File: src/fifo_cfg.svh
`ifndef FIFO_CFG_SVH
`define FIFO_CFG_SVH

// Lanes on each side of the switch
`define FIFO_LANES 4

// Word width, top two bits select the output lane
`define FIFO_WORD_W 6

// Entries per FIFO and the matching pointer width
`define FIFO_DEPTH 4
`define FIFO_AW 2

// Fixed thresholds on the occupancy count
`define FIFO_AE_LVL 1  // Almost empty at exactly this count
`define FIFO_AF_LVL 3  // Almost full and pause at this count or more

`endif

File: src/fifo_pkg.sv
`include "fifo_cfg.svh"

package fifo_pkg;

    typedef logic [`FIFO_WORD_W-1:0] word_t;

    // Output lane number, taken from the top bits of a word
    typedef logic [$clog2(`FIFO_LANES)-1:0] dest_t;

    typedef logic [`FIFO_WORD_W-$bits(dest_t)-1:0] payload_t;  // Bits below the destination

    typedef logic [`FIFO_LANES-1:0] lane_mask_t;  // One bit per lane

    typedef logic [`FIFO_AW:0] count_t;  // 0 to depth

    // Arbiter pointer, the lane that is looked at first
    typedef enum logic [1:0] {LANE0, LANE1, LANE2, LANE3} arb_state_t;

endpackage

File: src/dual_port_memory.sv
`timescale 1ns/10ps
`include "fifo_cfg.svh"

module dual_port_memory #(
    parameter int DEPTH = `FIFO_DEPTH,
    parameter int AW    = `FIFO_AW
) (
    input  logic            clk,
    input  logic            write_en,
    input  logic [AW-1:0]   write_addr,
    input  fifo_pkg::word_t write_data,
    input  logic [AW-1:0]   read_addr,
    output fifo_pkg::word_t read_data
);

    fifo_pkg::word_t mem [DEPTH];

    // Write port, one word per clock
    always_ff @(posedge clk) begin
        if (write_en) begin
            mem[write_addr] <= write_data;
        end
    end

    // Read port is combinational so the head word shows without a pop
    assign read_data = mem[read_addr];

endmodule

File: src/fifo.sv
`timescale 1ns/10ps
`include "fifo_cfg.svh"

module fifo #(
    parameter int DEPTH = `FIFO_DEPTH,
    parameter int AW    = `FIFO_AW
) (
    input  logic            clk,
    input  logic            reset_L,
    input  logic            push,
    input  logic            pop,
    input  fifo_pkg::word_t data_in,
    output fifo_pkg::word_t data_out,
    output logic            empty,
    output logic            almost_empty,
    output logic            almost_full,
    output logic            full,
    output logic            pause,
    output logic            error
);

    localparam logic [AW:0] FULL_CNT = (AW+1)'(DEPTH);
    localparam logic [AW:0] AE_CNT   = (AW+1)'(`FIFO_AE_LVL);
    localparam logic [AW:0] AF_CNT   = (AW+1)'(`FIFO_AF_LVL);

    logic [AW-1:0] wr_ptr;
    logic [AW-1:0] rd_ptr;
    logic [AW:0]   count;       // Words held
    logic [AW:0]   count_next;
    logic          push_ok;
    logic          pop_ok;

    dual_port_memory #(
        .DEPTH (DEPTH),
        .AW    (AW)
    ) mem_i (
        .clk        (clk),
        .write_en   (push_ok),
        .write_addr (wr_ptr),
        .write_data (data_in),
        .read_addr  (rd_ptr),
        .read_data  (data_out)
    );

    assign pop_ok  = pop && (count != '0);
    // A full FIFO still takes a word when one leaves in the same cycle
    assign push_ok = push && ((count != FULL_CNT) || pop_ok);

    always_comb begin
        case ({push_ok, pop_ok})
            2'b10:   count_next = count + 1'b1;
            2'b01:   count_next = count - 1'b1;
            default: count_next = count;  // Idle, or push and pop together
        endcase
    end

    always_ff @(posedge clk) begin
        if (!reset_L) begin
            wr_ptr <= '0;
            rd_ptr <= '0;
            count  <= '0;
        end else begin
            if (push_ok) wr_ptr <= wr_ptr + 1'b1;
            if (pop_ok) rd_ptr <= rd_ptr + 1'b1;
            count <= count_next;
        end
    end

    // Status flags follow the count of the same edge
    always_ff @(posedge clk) begin
        if (!reset_L) begin
            empty        <= 1'b1;
            almost_empty <= 1'b0;
            almost_full  <= 1'b0;
            full         <= 1'b0;
            error        <= 1'b0;
        end else begin
            empty        <= (count_next == '0);
            almost_empty <= (count_next == AE_CNT);
            almost_full  <= (count_next >= AF_CNT);
            full         <= (count_next == FULL_CNT);
            // Refused push or pop from an empty FIFO
            error        <= (push && !push_ok) || (pop && !pop_ok);
        end
    end

    assign pause = almost_full;  // Back-pressure level toward the arbiter

endmodule

File: src/fifo_switch.sv
`timescale 1ns/10ps
`include "fifo_cfg.svh"

module fifo_switch (
    input  logic                              clk,
    input  logic                              reset_L,
    input  fifo_pkg::lane_mask_t              push_in,
    input  fifo_pkg::word_t [`FIFO_LANES-1:0] data_in,
    input  fifo_pkg::lane_mask_t              pop_out,
    output fifo_pkg::word_t [`FIFO_LANES-1:0] data_out,
    output fifo_pkg::lane_mask_t              in_full,
    output fifo_pkg::lane_mask_t              in_error,
    output fifo_pkg::lane_mask_t              out_empty,
    output fifo_pkg::lane_mask_t              out_almost_empty,
    output fifo_pkg::lane_mask_t              out_almost_full,
    output fifo_pkg::lane_mask_t              out_full,
    output fifo_pkg::lane_mask_t              out_error
);

    fifo_pkg::word_t [`FIFO_LANES-1:0] head_word;  // Input FIFO heads
    fifo_pkg::lane_mask_t              in_empty;
    fifo_pkg::lane_mask_t              out_pause;
    fifo_pkg::lane_mask_t              grant;      // Doubles as input pop
    fifo_pkg::word_t                   grant_word;
    logic                              grant_valid;
    fifo_pkg::lane_mask_t              route_push;
    fifo_pkg::word_t                   route_word;

    for (genvar k = 0; k < `FIFO_LANES; k++) begin : g_in
        fifo in_fifo_i (
            .clk          (clk),
            .reset_L      (reset_L),
            .push         (push_in[k]),
            .pop          (grant[k]),
            .data_in      (data_in[k]),
            .data_out     (head_word[k]),
            .empty        (in_empty[k]),
            .almost_empty (),
            .almost_full  (),
            .full         (in_full[k]),
            .pause        (),
            .error        (in_error[k])
        );
    end

    rr_arbiter arb_i (
        .clk         (clk),
        .reset_L     (reset_L),
        .head_word   (head_word),
        .in_empty    (in_empty),
        .out_pause   (out_pause),
        .grant       (grant),
        .grant_word  (grant_word),
        .grant_valid (grant_valid)
    );

    lane_router router_i (
        .clk         (clk),
        .reset_L     (reset_L),
        .grant_word  (grant_word),
        .grant_valid (grant_valid),
        .out_push    (route_push),
        .out_word    (route_word)
    );

    // All outputs see the same word, only one gets the push
    for (genvar j = 0; j < `FIFO_LANES; j++) begin : g_out
        fifo out_fifo_i (
            .clk          (clk),
            .reset_L      (reset_L),
            .push         (route_push[j]),
            .pop          (pop_out[j]),
            .data_in      (route_word),
            .data_out     (data_out[j]),
            .empty        (out_empty[j]),
            .almost_empty (out_almost_empty[j]),
            .almost_full  (out_almost_full[j]),
            .full         (out_full[j]),
            .pause        (out_pause[j]),
            .error        (out_error[j])
        );
    end

endmodule

File: src/lane_router.sv
`timescale 1ns/10ps
`include "fifo_cfg.svh"

module lane_router (
    input  logic                 clk,
    input  logic                 reset_L,
    input  fifo_pkg::word_t      grant_word,
    input  logic                 grant_valid,
    output fifo_pkg::lane_mask_t out_push,
    output fifo_pkg::word_t      out_word
);

    localparam int DEST_W = $bits(fifo_pkg::dest_t);
    localparam int PAY_W  = $bits(fifo_pkg::payload_t);

    logic                 valid_q;    // Stage holds a word
    fifo_pkg::dest_t      dest_q;
    fifo_pkg::payload_t   payload_q;

    always_ff @(posedge clk) begin
        if (!reset_L) begin
            valid_q <= 1'b0;
        end else begin
            valid_q <= grant_valid;
        end
    end

    // Word itself is only loaded on a grant
    always_ff @(posedge clk) begin
        if (grant_valid) begin
            dest_q    <= grant_word[`FIFO_WORD_W-1 -: DEST_W];
            payload_q <= grant_word[PAY_W-1:0];
        end
    end

    // Destination bits travel with the word into the output FIFO
    assign out_word = {dest_q, payload_q};

    // One-hot push toward the selected output
    always_comb begin
        out_push = '0;
        if (valid_q) begin
            out_push[dest_q] = 1'b1;
        end
    end

endmodule

File: src/rr_arbiter.sv
`timescale 1ns/10ps
`include "fifo_cfg.svh"

module rr_arbiter (
    input  logic                              clk,
    input  logic                              reset_L,
    input  fifo_pkg::word_t [`FIFO_LANES-1:0] head_word,
    input  fifo_pkg::lane_mask_t              in_empty,
    input  fifo_pkg::lane_mask_t              out_pause,
    output fifo_pkg::lane_mask_t              grant,
    output fifo_pkg::word_t                   grant_word,
    output logic                              grant_valid
);

    localparam int DEST_W = $bits(fifo_pkg::dest_t);

    fifo_pkg::arb_state_t start_q;     // Lane scanned first
    fifo_pkg::arb_state_t start_next;
    fifo_pkg::dest_t      head_dest [`FIFO_LANES];
    fifo_pkg::lane_mask_t eligible;

    // A lane may go when it holds a word and its target output has room
    always_comb begin
        for (int k = 0; k < `FIFO_LANES; k++) begin
            head_dest[k] = head_word[k][`FIFO_WORD_W-1 -: DEST_W];
            eligible[k]  = !in_empty[k] && !out_pause[head_dest[k]];
        end
    end

    // Scan from the pointer, first eligible lane wins
    always_comb begin
        fifo_pkg::dest_t idx;
        logic            found;

        grant      = '0;
        grant_word = '0;
        found      = 1'b0;
        start_next = start_q;
        for (int i = 0; i < `FIFO_LANES; i++) begin
            idx = fifo_pkg::dest_t'(start_q) + fifo_pkg::dest_t'(i);  // Wraps at lane 3
            if (!found && eligible[idx]) begin
                found      = 1'b1;
                grant[idx] = 1'b1;
                grant_word = head_word[idx];
                start_next = fifo_pkg::arb_state_t'(idx + 2'd1);  // Next scan starts past the winner
            end
        end
        grant_valid = found;
    end

    always_ff @(posedge clk) begin
        if (!reset_L) begin
            start_q <= fifo_pkg::LANE0;
        end else begin
            start_q <= start_next;
        end
    end

endmodule

File: config.mk
export PLATFORM = sky130hd
export DESIGN_NAME = fifo_switch
export DESIGN_NICKNAME = d
export VERILOG_FILES = /design/src/fifo_pkg.sv /design/src/dual_port_memory.sv /design/src/fifo.sv /design/src/fifo_switch.sv /design/src/lane_router.sv /design/src/rr_arbiter.sv
export VERILOG_INCLUDE_DIRS = /design/src
export SDC_FILE = /design/constraint.sdc
export NUM_CORES = 1
export LEC_CHECK = 0
export BUFFER_PORTS_ARGS = -buffer_cell sky130_fd_sc_hd__buf_2
export CAP_MARGIN = 0
export CORE_MARGIN = 3
export CORE_UTILIZATION = 55
export DETAILED_ROUTE_END_ITERATION = 7
export GPL_ROUTABILITY_DRIVEN = 0
export PLACE_DENSITY = 0.75
export SLEW_MARGIN = 20
export SYNTH_ARGS = -nofsm -noshare
export SYNTH_HDL_FRONTEND = slang
export SYNTH_SLANG_ARGS = --single-unit
File: constraint.sdc
create_clock -name clk -period 4.65 [get_ports clk]
set_input_delay 0.465 -clock clk [delete_from_list [all_inputs] [get_ports clk]]
set_output_delay 0.465 -clock clk [all_outputs]
set_load 0.02 [all_outputs]
# Word-level counts from Yosys, hierarchy flattened
# Memory sizes are Yosys's and may differ from the RTL's. A register that Yosys moved wholly into a read port is not among the register bits.
# Index checks and enable logic that the tools add are counted.
[classes]
add_sub_neg = 38
mul = 0
div = 0
magnitude_cmp = 18
n_eq_ne = 36
n_shift = 0
n_mux = 91
bitwise = 3
n_reduce_logical = 104
[ops]
columns = ["op", "n"]
rows = [
  ["6-bit binary-select mux with 2-bit select", 4],
  ["6-bit 2-to-1 mux", 8],
  ["3-bit one-hot mux with 2 select lines", 8],
  ["1-bit logical AND", 44],
  ["2-bit by 1-bit adder with 2-bit output, second input constant", 20],
  ["2-bit 2-to-1 mux", 20],
  ["1-bit 2-to-1 mux", 33],
  ["1-bit zero test", 27],
  ["2-bit by 3-bit less-than comparator with 1-bit output, second input constant", 9],
  ["3-bit by 1-bit adder with 3-bit output, second input constant", 8],
  ["3-bit equality test, second input constant", 8],
  ["3-bit zero test", 8],
  ["3-bit inequality test, second input constant", 8],
  ["3-bit nonzero test", 8],
  ["3-bit by 1-bit subtractor with 3-bit output, second input constant", 8],
  ["4-bit 2-to-1 mux", 5],
  ["1-bit binary-select mux with 2-bit select", 8],
  ["2-bit by 1-bit equality test with 1-bit output, second input constant", 8],
  ["2-bit equality test, second input constant", 8],
  ["1-bit logical OR", 16],
  ["3-bit by 1-bit equality test with 1-bit output, second input constant", 4],
  ["3-bit by 2-bit >= comparator with 1-bit output, second input constant", 4],
  ["4-bit OR", 3],
  ["1-bit demux with 2-bit select", 5],
  ["3 further kinds", 8],
]
[word_totals]
regBits = 97
latch_bits = 0
mem_bits_rw = 192
mem_bits_ro = 0
out_inout_bits = 52
mem_count = 8
[memory_table]
columns = ["name", "depth", "width", "rd", "rd_clocked_by_memory_dff", "wr", "line_no", "text"]
rows = [
  ["g_in[0].in_fifo_i.mem_i.mem", 4, 6, 1, 1, 1, "dual_port_memory.sv:16", "fifo_pkg::word_t mem [DEPTH];"],
  ["g_in[1].in_fifo_i.mem_i.mem", 4, 6, 1, 1, 1, "dual_port_memory.sv:16", ""],
  ["g_in[2].in_fifo_i.mem_i.mem", 4, 6, 1, 1, 1, "dual_port_memory.sv:16", ""],
  ["g_in[3].in_fifo_i.mem_i.mem", 4, 6, 1, 1, 1, "dual_port_memory.sv:16", ""],
  ["g_out[0].out_fifo_i.mem_i.mem", 4, 6, 1, 1, 1, "dual_port_memory.sv:16", ""],
  ["g_out[1].out_fifo_i.mem_i.mem", 4, 6, 1, 1, 1, "dual_port_memory.sv:16", ""],
  ["+2 memories", "--", "--", "--", "--", "--", "--", ""],
]

# Depth between registers and ports, before layout
# Gate-level depths: netlist (run 1).
[logic_depth]
depth_word = 22
depth_mapped = 18
mapped_depth_nobuf = 16

# Hierarchy
# A second synthesis (run 1) with hierarchy kept.
[hier_totals]
cells_unflattened = 1026
area_unflattened_um2 = 14247.4
[modules_own_cells]
columns = ["module", "instances", "cells_each", "area_each_um2"]
rows = [
  ["dual_port_memory", 8, 35, 898.4],
  ["fifo at g_in[1].in_fifo_i ...", 6, 72, 658.1],
  ["rr_arbiter", 1, 164, 1471.4],
  ["fifo at g_in[0].in_fifo_i ...", 2, 69, 698.2],
  ["lane_router", 1, 12, 244.0],
]

# Least setup slack after synthesis (run 1)
# Ideal clock, no wire load.
[synth_path]
kind = "flip-flop to flip-flop"
startpoint = "register (tool-made name)"
endpoint = "register g_in[3].in_fifo_i.empty"
setup_time_ns = 0.074
arrival_time_ns = 3.924
t_required_ns = 4.576
setup_slack_ns = 0.652
path_stages_with_launch = 15
path_buffers = 1
cell_sequence = "dfxtp_1 buf_2 mux4_2 mux2i_1 mux2i_1 o32a_4 mux2_2 o2111ai_1 a31o_4 a21oi_1 nand2_1 fa_1 inv_1 or4_4 a31oi_1"
[synth_lines]
columns = ["item", "line_no", "text"]
rows = [
  ["to (signal assigned)", "fifo.sv:78", "empty <= (count_next == '0);"],
  ["to (decl)", "fifo.sv:14", "output logic empty,"],
]

==> metrics.txt, run 1 <==
# TYPE chip_impl_metric gauge
chip_impl_metric{name="routed_via_density",unit=""} 5.66
chip_impl_info{name="capture_instance_of_the_worst_register_to_register_path",value="g_in[1].in_fifo_i.empty"} 1
chip_impl_info{name="synthFlopType",value="edfxtp_1"} 1
chip_impl_metric{name="top_level_ports",unit=""} 86
chip_impl_metric{name="h_tree_level_count",unit=""} 1
chip_impl_metric{name="number_of_global_route_vias_before_repair",unit=""} 8128
chip_impl_metric{name="syn2layout_area_growth",unit="%"} 11.0
chip_impl_metric{name="post-place-ws",unit="ns"} 0.329
chip_impl_metric{name="number_of_cells_on_the_worst_hold_path",unit=""} 1
chip_impl_metric{name="synth.ff_latch_count",unit=""} 305
chip_impl_metric{name="dieHeight",unit="µm"} 164
chip_impl_info{name="timing.critical_path.from_type",value="flip-flop"} 1
chip_impl_metric{name="clk_latency",unit="ns"} 0.55
chip_impl_info{name="grt_setup_unrepaired",value="false"} 1
chip_impl_metric{name="grt_max_degree",unit=""} 46
chip_impl_metric{name="power.share.clock",unit="%"} 23.4
chip_impl_metric{name="final.setup.worst_slack",unit="ns"} 0.326
chip_impl_metric{name="detailed_placer_s_ending_hpwl",unit="µm"} 18500
chip_impl_metric{name="placement.io_buffers",unit=""} 85
chip_impl_metric{name="dieWidth",unit="µm"} 164
chip_impl_info{name="hold_path.class",value="primary input to flip-flop"} 1
chip_impl_metric{name="floorplan.die_area",unit="µm²"} 26800
chip_impl_metric{name="post_cts_resized",unit=""} 0
chip_impl_metric{name="ys.warnings.count",unit=""} 0
chip_impl_info{name="cts_tree",value="built"} 1
chip_impl_metric{name="final-hold-violation-count",unit=""} 0
chip_impl_metric{name="fmaxAchievable",unit="MHz"} 231
chip_impl_metric{name="clock_tree.buffer_depth",unit=""} 3
chip_impl_metric{name="first_pass_iters",unit=""} 6
chip_impl_metric{name="power.density",unit="nW/µm²"} 640
chip_impl_metric{name="fin_worst_skew",unit="ns"} 0.0126
chip_impl_info{name="synth_top_cell_by_area",value="edfxtp_1"} 1
chip_impl_info{name="endpoint_kind",value="flip-flop"} 1
chip_impl_metric{name="grt_first_pass_wirelength",unit="µm"} 43000
chip_impl_metric{name="arrival",unit="ns"} 4.80
chip_impl_info{name="leading_cell_type_by_number_of_instances_after_synthesis",value="edfxtp_1"} 1
chip_impl_metric{name="layout.nets",unit=""} 1169
chip_impl_metric{name="synth_enable_flop_cells",unit=""} 198
chip_impl_metric{name="overall_track_demand_over_capacity_in_global_routing",unit="%"} 20.3
chip_impl_metric{name="timing.final.crit_period",unit="ns"} 4.32
chip_impl_info{name="cts_root_buffer",value="clkbuf_16"} 1
chip_impl_metric{name="yosysTopAreaCellShare",unit="%"} 43.5
chip_impl_metric{name="power.switching_fraction",unit="%"} 35.8
chip_impl_metric{name="drive_above_1_share",unit="%"} 19.7
chip_impl_metric{name="avgRoutedWirePerCell",unit="µm"} 18.5
chip_impl_metric{name="cts_made_buffers",unit=""} 30
chip_impl_metric{name="drtIter0Drc",unit=""} 607
chip_impl_metric{name="fp-row-count",unit=""} 57
chip_impl_metric{name="cp.required",unit="ns"} 5.13
chip_impl_metric{name="worst-r2r-setup-slack",unit="ns"} 0.33
chip_impl_metric{name="worst_r2r_path_depth",unit=""} 13
chip_impl_metric{name="routed-via-count",unit=""} 8134
chip_impl_metric{name="setup_viol",unit=""} 0
chip_impl_metric{name="layout.core_utilization",unit="%"} 62.2
chip_impl_info{name="post_synth_main_area_contributors",value="edfxtp_1, dfxtp_1, mux4_2"} 1
chip_impl_metric{name="measured_slew_at_the_worst_slew_check_pin",unit="ns"} 0.853
chip_impl_metric{name="finalMaxSlewViolations",unit=""} 0
chip_impl_metric{name="synth.distinct_cells",unit=""} 63
chip_impl_metric{name="cell_internal_pwr",unit="µW"} 6240
chip_impl_metric{name="syn-cell-area",unit="µm²"} 13700
chip_impl_metric{name="grt_antenna_before_repair",unit=""} 1
chip_impl_metric{name="max-vdd-ir-drop",unit="mV"} 0.361
chip_impl_info{name="netlist_top_cells_count",value="edfxtp_1, dfxtp_1, nor2_1"} 1
chip_impl_metric{name="detail-route-antenna-nets",unit=""} 0
chip_impl_metric{name="postCtsHoldBufs",unit=""} 0
chip_impl_metric{name="p_total",unit="µW"} 9720
chip_impl_metric{name="relSlewSlack",unit="%"} 43.1
chip_impl_metric{name="syn_nets",unit=""} 1098
chip_impl_metric{name="sequentialPowerShare",unit="%"} 41.7
chip_impl_metric{name="drv_cap",unit=""} 0
chip_impl_metric{name="final_routed_drc_violation_total",unit=""} 0
chip_impl_metric{name="postCtsSetupRepairBufs",unit=""} 0
chip_impl_metric{name="synth_seq_area_share",unit="%"} 59.1
chip_impl_metric{name="syn_avg_cell_area",unit="µm²"} 13.5
chip_impl_metric{name="finalWirelength",unit="µm"} 26600
chip_impl_metric{name="total_switching_power",unit="µW"} 3480
chip_impl_metric{name="core_region_area",unit="µm²"} 24400
chip_impl_metric{name="combinationalPowerShare",unit="%"} 34.9
chip_impl_metric{name="whs",unit="ns"} 0.133
chip_impl_metric{name="period_share",unit="%"} 93.0
chip_impl_metric{name="tritoncts_num_sinks",unit=""} 305
chip_impl_info{name="worstSetupPathType",value="flip-flop to flip-flop"} 1
chip_impl_metric{name="ys_async_sr_fraction",unit="%"} 0
chip_impl_metric{name="path_max_fanout",unit=""} 8
chip_impl_metric{name="leakagePower",unit="µW"} 0.00560
chip_impl_metric{name="floorplan.initialDensity",unit="%"} 56.1
chip_impl_info{name="end_point_of_the_critical_path",value="g_in[1].in_fifo_i.empty"} 1
chip_impl_info{name="outcome",value="finished clean"} 1
chip_impl_metric{name="synthCells",unit=""} 1016
chip_impl_metric{name="grt.overflow.total",unit=""} 0
chip_impl_metric{name="fin_setup_tns",unit="ns"} 0
chip_impl_metric{name="path_clk_slew",unit="ns"} 0.06
worst max-delay path, stage by stage, from the launching register on:
cell     delay, ns
dfxtp_1       0.45
buf_4         0.19
mux4_2        0.56
mux2i_1       0.39
o32ai_2       0.23
nor2_1        0.27
o21a_1        0.29
nand2_1       0.24
a21oi_1       0.28
nand2_1       0.11
fa_1          0.51
inv_1         0.06
or4_4         0.53
a31oi_1       0.17
final cells by class:
type,instances,area [µm²]
Antenna cell,1,2.50
Clock inverter,10,48.8
Fill cell,1862,9210
Tap cell,324,405
Timing Repair Buffer,96,508
Inverter,55,206
Clock buffer,46,882
Multi-Input combinational cell,599,5040
Sequential cell,305,8090
flip-flops by register name, summed over array words and instances (netlist names), 8 cells and up, named ones only:
signal and cells:
g_out.out_fifo_i.mem_i.mem 96, g_in.in_fifo_i.rd_ptr 8, g_in.in_fifo_i.count 12, g_out.out_fifo_i.rd_ptr 8, g_out.out_fifo_i.wr_ptr 8, g_out.out_fifo_i.count 12
g_in.in_fifo_i.mem_i.mem 96, g_in.in_fifo_i.wr_ptr 8
kinds of logic after synthesis:
family	after synthesis	share of synthesized area [%]
flops	305	59.1
simple gates	273	9.56
compound gates	140	7.87
buf+inv	112	4.02
mux	105	12.5
fa+ha+maj	48	4.83
xor+xnor	33	2.11
placed cells by master, fill, tap and decap left out, types with 5 or more instances in the layout:
| cell | count |
|---|---|
| ha_1 | 40 |
| nand2b_1 | 12 |
| nand2_1 | 73 |
| inv_1 | 53 |
| edfxtp_1 | 198 |
| clkbuf_16 | 31 |
| mux4_2 | 50 |
| a31oi_1 | 12 |
| dfxtp_1 | 107 |
| o22ai_1 | 7 |
| nand3_1 | 12 |
| o31ai_1 | 9 |
| nor3_1 | 11 |
| buf_2 | 85 |
| a211oi_1 | 5 |
| clkbuf_1 | 10 |
| and3_1 | 7 |
| clkinv_2 | 6 |
| buf_4 | 11 |
| a2111o_1 | 6 |
| nor2_1 | 96 |
| a21oi_1 | 24 |
| clkbuf_8 | 5 |
| o221ai_1 | 6 |
| mux2i_1 | 50 |
| xnor2_1 | 29 |
| o211ai_1 | 8 |
| o21ai_0 | 23 |
| and2_1 | 36 |
| fa_1 | 8 |
metrics by stage:
| step | cell area, µm² | std cells |
|---|---|---|
| 2_1_floorplan | 13700 | 1016 |
| 3_3_place_gp | 14200 | 1379 |
| 3_5_place_dp | 14200 | 1379 |
| 4_1_cts | 15200 | 1435 |
| 5_1_grt | 15200 | 1436 |
| 6_report | 15200 | 1436 |
power by group through the flow:
stage          registers, µW  clock network, µW  logic (µW)
2_1_floorplan           3850                  0        2800
3_3_place_gp            4090                  0        3310
3_5_place_dp            4110                  0        3370
4_1_cts                 4070               2310        3390
5_1_grt                 4130               2430        3760
6_report                4060               2270        3390
per-layer routing:
| layer | vias to the layer above | share of wire, % | routed length, µm | global-route usage (%) |
|---|---|---|---|---|
| met5 | - | 0 | 0 | 0 |
| met4 | 0 | 2.2 | 594 | 5.57 |
| met3 | 44 | 5.0 | 1330 | 2.61 |
| met2 | 198 | 51 | 13500 | 35.6 |
| met1 | 4011 | 42 | 11200 | 26.7 |
| li1 | 3881 | - | - | - |
how the worst min path moves through the flow:
stage / start / endpoint / slack [ns]
6_report: data_in[14] / g_in[2].in_fifo_i.mem_i.mem[0][2] / 0.13
5_1_grt: data_in[14] / g_in[2].in_fifo_i.mem_i.mem[0][2] / 0.12
4_1_cts: data_in[14] / g_in[2].in_fifo_i.mem_i.mem[0][2] / 0.11
3_5_place_dp: g_in[0].in_fifo_i.count[1] / g_in[0].in_fifo_i.count[1] / 0.50
3_3_place_gp: g_in[0].in_fifo_i.count[1] / g_in[0].in_fifo_i.count[1] / 0.48
2_1_floorplan: g_in[0].in_fifo_i.count[1] / g_in[0].in_fifo_i.count[1] / 0.46
No activity file was read; power rests on OpenSTA's default activity.
==> run 2: changes to the inputs <==
--- a/config.mk
+++ b/config.mk
@@ -9,10 +9,10 @@
 export BUFFER_PORTS_ARGS = -buffer_cell sky130_fd_sc_hd__buf_2
 export CAP_MARGIN = 0
 export CORE_MARGIN = 3
-export CORE_UTILIZATION = 55
+export CORE_UTILIZATION = 40
 export DETAILED_ROUTE_END_ITERATION = 7
-export GPL_ROUTABILITY_DRIVEN = 0
-export PLACE_DENSITY = 0.75
+export GPL_ROUTABILITY_DRIVEN = 1
+export PLACE_DENSITY = 0.58
 export SLEW_MARGIN = 20
 export SYNTH_ARGS = -nofsm -noshare
 export SYNTH_HDL_FRONTEND = slang
==> run 2 against run 1 <==
  * Clock power increased by 15%
  * Global-route usage is 5.2 points lower
  * Clock skew grew 0.014 ns
  * Count of clock-buffer cells in the layout grew 9
  * Die area up 36%
  * Via count fell by 2.1%
  * Critical endpoint is now g_in[3].in_fifo_i.empty
==> metrics.txt, run 2 (synthesized netlist as in run 1, its figures left out) <==
# TYPE chip_impl_metric gauge
chip_impl_metric{name="fmaxAchievable",unit="MHz"} 233
chip_impl_info{name="timing.critical_path.from_type",value="flip-flop"} 1
chip_impl_metric{name="drtIter0Drc",unit=""} 492
chip_impl_metric{name="relSlewSlack",unit="%"} 41.1
chip_impl_metric{name="cts_made_buffers",unit=""} 35
chip_impl_metric{name="top_level_ports",unit=""} 86
chip_impl_info{name="final_common_cell",value="edfxtp_1"} 1
chip_impl_metric{name="clk_latency",unit="ns"} 0.52
chip_impl_metric{name="postCtsHoldBufs",unit=""} 0
chip_impl_metric{name="tritoncts_num_sinks",unit=""} 305
chip_impl_metric{name="fin_worst_skew",unit="ns"} 0.0268
chip_impl_metric{name="dieHeight",unit="µm"} 191
chip_impl_metric{name="floorplan.initialDensity",unit="%"} 40.7
chip_impl_metric{name="p_total",unit="µW"} 10100
chip_impl_info{name="cp_max_stage_cell",value="mux4_2"} 1
chip_impl_metric{name="floorplan.die_area",unit="µm²"} 36400
chip_impl_metric{name="fp-row-count",unit=""} 67
chip_impl_metric{name="path_max_fanout",unit=""} 10
chip_impl_metric{name="path_clk_slew",unit="ns"} 0.06
chip_impl_metric{name="period_share",unit="%"} 92.5
chip_impl_metric{name="layout.nets",unit=""} 1175
chip_impl_metric{name="number_of_cells_on_the_worst_hold_path",unit=""} 1
chip_impl_info{name="cts_tree",value="built"} 1
chip_impl_metric{name="final.setup.worst_slack",unit="ns"} 0.350
chip_impl_info{name="final_cell_mix",value="edfxtp_1, dfxtp_1, nor2_1"} 1
chip_impl_metric{name="max-vdd-ir-drop",unit="mV"} 0.309
chip_impl_metric{name="finalWirelength",unit="µm"} 27200
chip_impl_metric{name="grt_antenna_before_repair",unit=""} 0
chip_impl_metric{name="worst_r2r_path_depth",unit=""} 13
chip_impl_metric{name="first_pass_iters",unit=""} 5
chip_impl_metric{name="finalMaxSlewViolations",unit=""} 0
chip_impl_metric{name="number_of_global_route_vias_before_repair",unit=""} 7907
chip_impl_metric{name="clock_tree.buffer_depth",unit=""} 3
chip_impl_metric{name="whs",unit="ns"} 0.170
chip_impl_metric{name="grt_max_degree",unit=""} 46
chip_impl_info{name="grt_setup_unrepaired",value="false"} 1
chip_impl_metric{name="syn2layout_area_growth",unit="%"} 13.5
chip_impl_metric{name="drive_above_1_share",unit="%"} 20.0
chip_impl_metric{name="setup_viol",unit=""} 0
chip_impl_info{name="reg.largest.list",value="g_in.in_fifo_i.mem_i.mem (96), g_out.out_fifo_i.mem_i.mem (96)"} 1
chip_impl_metric{name="placement.io_buffers",unit=""} 85
chip_impl_metric{name="measured_slew_at_the_worst_slew_check_pin",unit="ns"} 0.876
chip_impl_metric{name="avgRoutedWirePerCell",unit="µm"} 17.4
chip_impl_info{name="capture_instance_of_the_worst_register_to_register_path",value="g_in[3].in_fifo_i.empty"} 1
chip_impl_info{name="outcome",value="finished clean"} 1
chip_impl_metric{name="final_routed_drc_violation_total",unit=""} 0
chip_impl_metric{name="post-place-ws",unit="ns"} 0.323
chip_impl_metric{name="drv_cap",unit=""} 0
chip_impl_metric{name="routed-via-count",unit=""} 7964
chip_impl_metric{name="critical-path-max-stage-delay",unit="ns"} 0.58
chip_impl_metric{name="dieWidth",unit="µm"} 191
chip_impl_metric{name="n_antenna_cell",unit=""} 0
chip_impl_metric{name="timing.final.crit_period",unit="ns"} 4.30
chip_impl_metric{name="h_tree_level_count",unit=""} 2
chip_impl_info{name="cts_root_buffer",value="clkbuf_16"} 1
chip_impl_metric{name="overall_track_demand_over_capacity_in_global_routing",unit="%"} 15.1
chip_impl_metric{name="groute.layer.met3.usage",unit="%"} 2.46
chip_impl_metric{name="leakagePower",unit="µW"} 0.00567
chip_impl_metric{name="detail-route-antenna-nets",unit=""} 0
chip_impl_info{name="cp_cell_sequence",value="buf_4, mux4_2, mux2i_1, mux2i_1, o32ai_2, mux2i_4, a31o_4, a21oi_1, nand2_1, fa_1, inv_1, or4_4, a31oi_1"} 1
chip_impl_metric{name="worst-r2r-setup-slack",unit="ns"} 0.35
chip_impl_info{name="endpoint_kind",value="flip-flop"} 1
chip_impl_info{name="grt.busiest_layer",value="met2"} 1
chip_impl_info{name="hold_path.class",value="primary input to flip-flop"} 1
chip_impl_metric{name="grt_util_met2",unit="%"} 25.9
chip_impl_metric{name="detailed_placer_s_ending_hpwl",unit="µm"} 19300
chip_impl_info{name="worstSetupPathType",value="flip-flop to flip-flop"} 1
chip_impl_metric{name="routed_via_density",unit=""} 5.08
chip_impl_metric{name="fillCellCount",unit=""} 2980
chip_impl_info{name="crit_top_cell",value="mux2i_1"} 1
chip_impl_metric{name="arrival",unit="ns"} 4.72
chip_impl_metric{name="core_region_area",unit="µm²"} 33600
chip_impl_metric{name="grt_first_pass_wirelength",unit="µm"} 43400
chip_impl_metric{name="power.density",unit="nW/µm²"} 650
chip_impl_metric{name="final-hold-violation-count",unit=""} 0
chip_impl_info{name="worst_hold_path.endpoint",value="g_in[0].in_fifo_i.mem_i.mem[3][1]"} 1
chip_impl_metric{name="grt.met1_usage",unit="%"} 19.8
chip_impl_metric{name="fin_setup_tns",unit="ns"} 0
chip_impl_metric{name="grt.overflow.total",unit=""} 0
chip_impl_metric{name="routability_congestion_estimate_from_global_placement",unit=""} 0.806
chip_impl_info{name="hold_path_startpoint",value="data_in[1]"} 1
chip_impl_metric{name="cp.required",unit="ns"} 5.07
run 2: cell types whose count changed in the layout (fill, tap and decap cells not counted), sizes merged:
cell,delta
inv,+2
bufinv,+1
clkinvlp,+1
diode,-1
clkbuf,+9
buf,+1
clkinv,-5
run 2: per-stage QoR:
stage	instance area [µm²]	utilization (%)	instances
6_report	15500	46.2	1568
5_1_grt	15500	46.2	1568
4_1_cts	15500	46.1	1568
3_5_place_dp	14400	42.9	1504
3_3_place_gp	14400	42.9	1504
2_1_floorplan	13700	-	1016
run 2: final cells by class:
cell class | instances | area [µm²] | share of cell area, %
Clock inverter | 9 | 91.3 | 0.589
Clock buffer | 55 | 1010 | 6.53
Tap cell | 448 | 561 | 3.61
Sequential cell | 305 | 8090 | 52.1
Timing Repair Buffer | 97 | 515 | 3.32
Inverter | 55 | 206 | 1.33
Multi-Input combinational cell | 599 | 5040 | 32.5
run 2: timing repair:
item | CTS | global route
gates resized for setup | 0 | 1
hold endpoints to repair | 0 | 0
setup buffers | 0 | 0
endpoints found under the setup margin | 0 | 6
run 2: report_power, final:
group          switching, µW  total [µW]  internal (µW)
clock network           1040        2610           1570
registers                502        4020           3520
logic                   2040        3460           1420
total                   3580       10100           6510
run 2: worst max path at each step:
stage               slack, ns                 endpoint      start
floorplan                0.65  g_in[3].in_fifo_i.empty  flip-flop
global placement         0.44  g_in[1].in_fifo_i.empty  flip-flop
detailed placement       0.32  g_in[2].in_fifo_i.empty  flip-flop
CTS                      0.29  g_in[2].in_fifo_i.empty  flip-flop
global route             0.02  g_in[2].in_fifo_i.empty  flip-flop
finish                   0.35  g_in[3].in_fifo_i.empty  flip-flop
run 2: worst max-delay path, delay by kind of cell (launching register included):
| kind | cells | cell delay [ns] |
|---|---|---|
| AND/OR/NAND/NOR | 2 | 0.64 |
| multiplexers | 4 | 1.15 |
| buffers and inverters | 2 | 0.24 |
| flip-flops | 1 | 0.31 |
| AO/OA/AOI/OAI | 4 | 1.31 |
| adder cells (fa/ha/maj) | 1 | 0.58 |
run 2: layer usage:
layer  vias to the layer above  part of all wire (%)
li1                       3887                     -
met1                      3870                    44
met2                       166                    49
met3                        41                   4.4
met4                         0                   2.4
met5                         -                     0
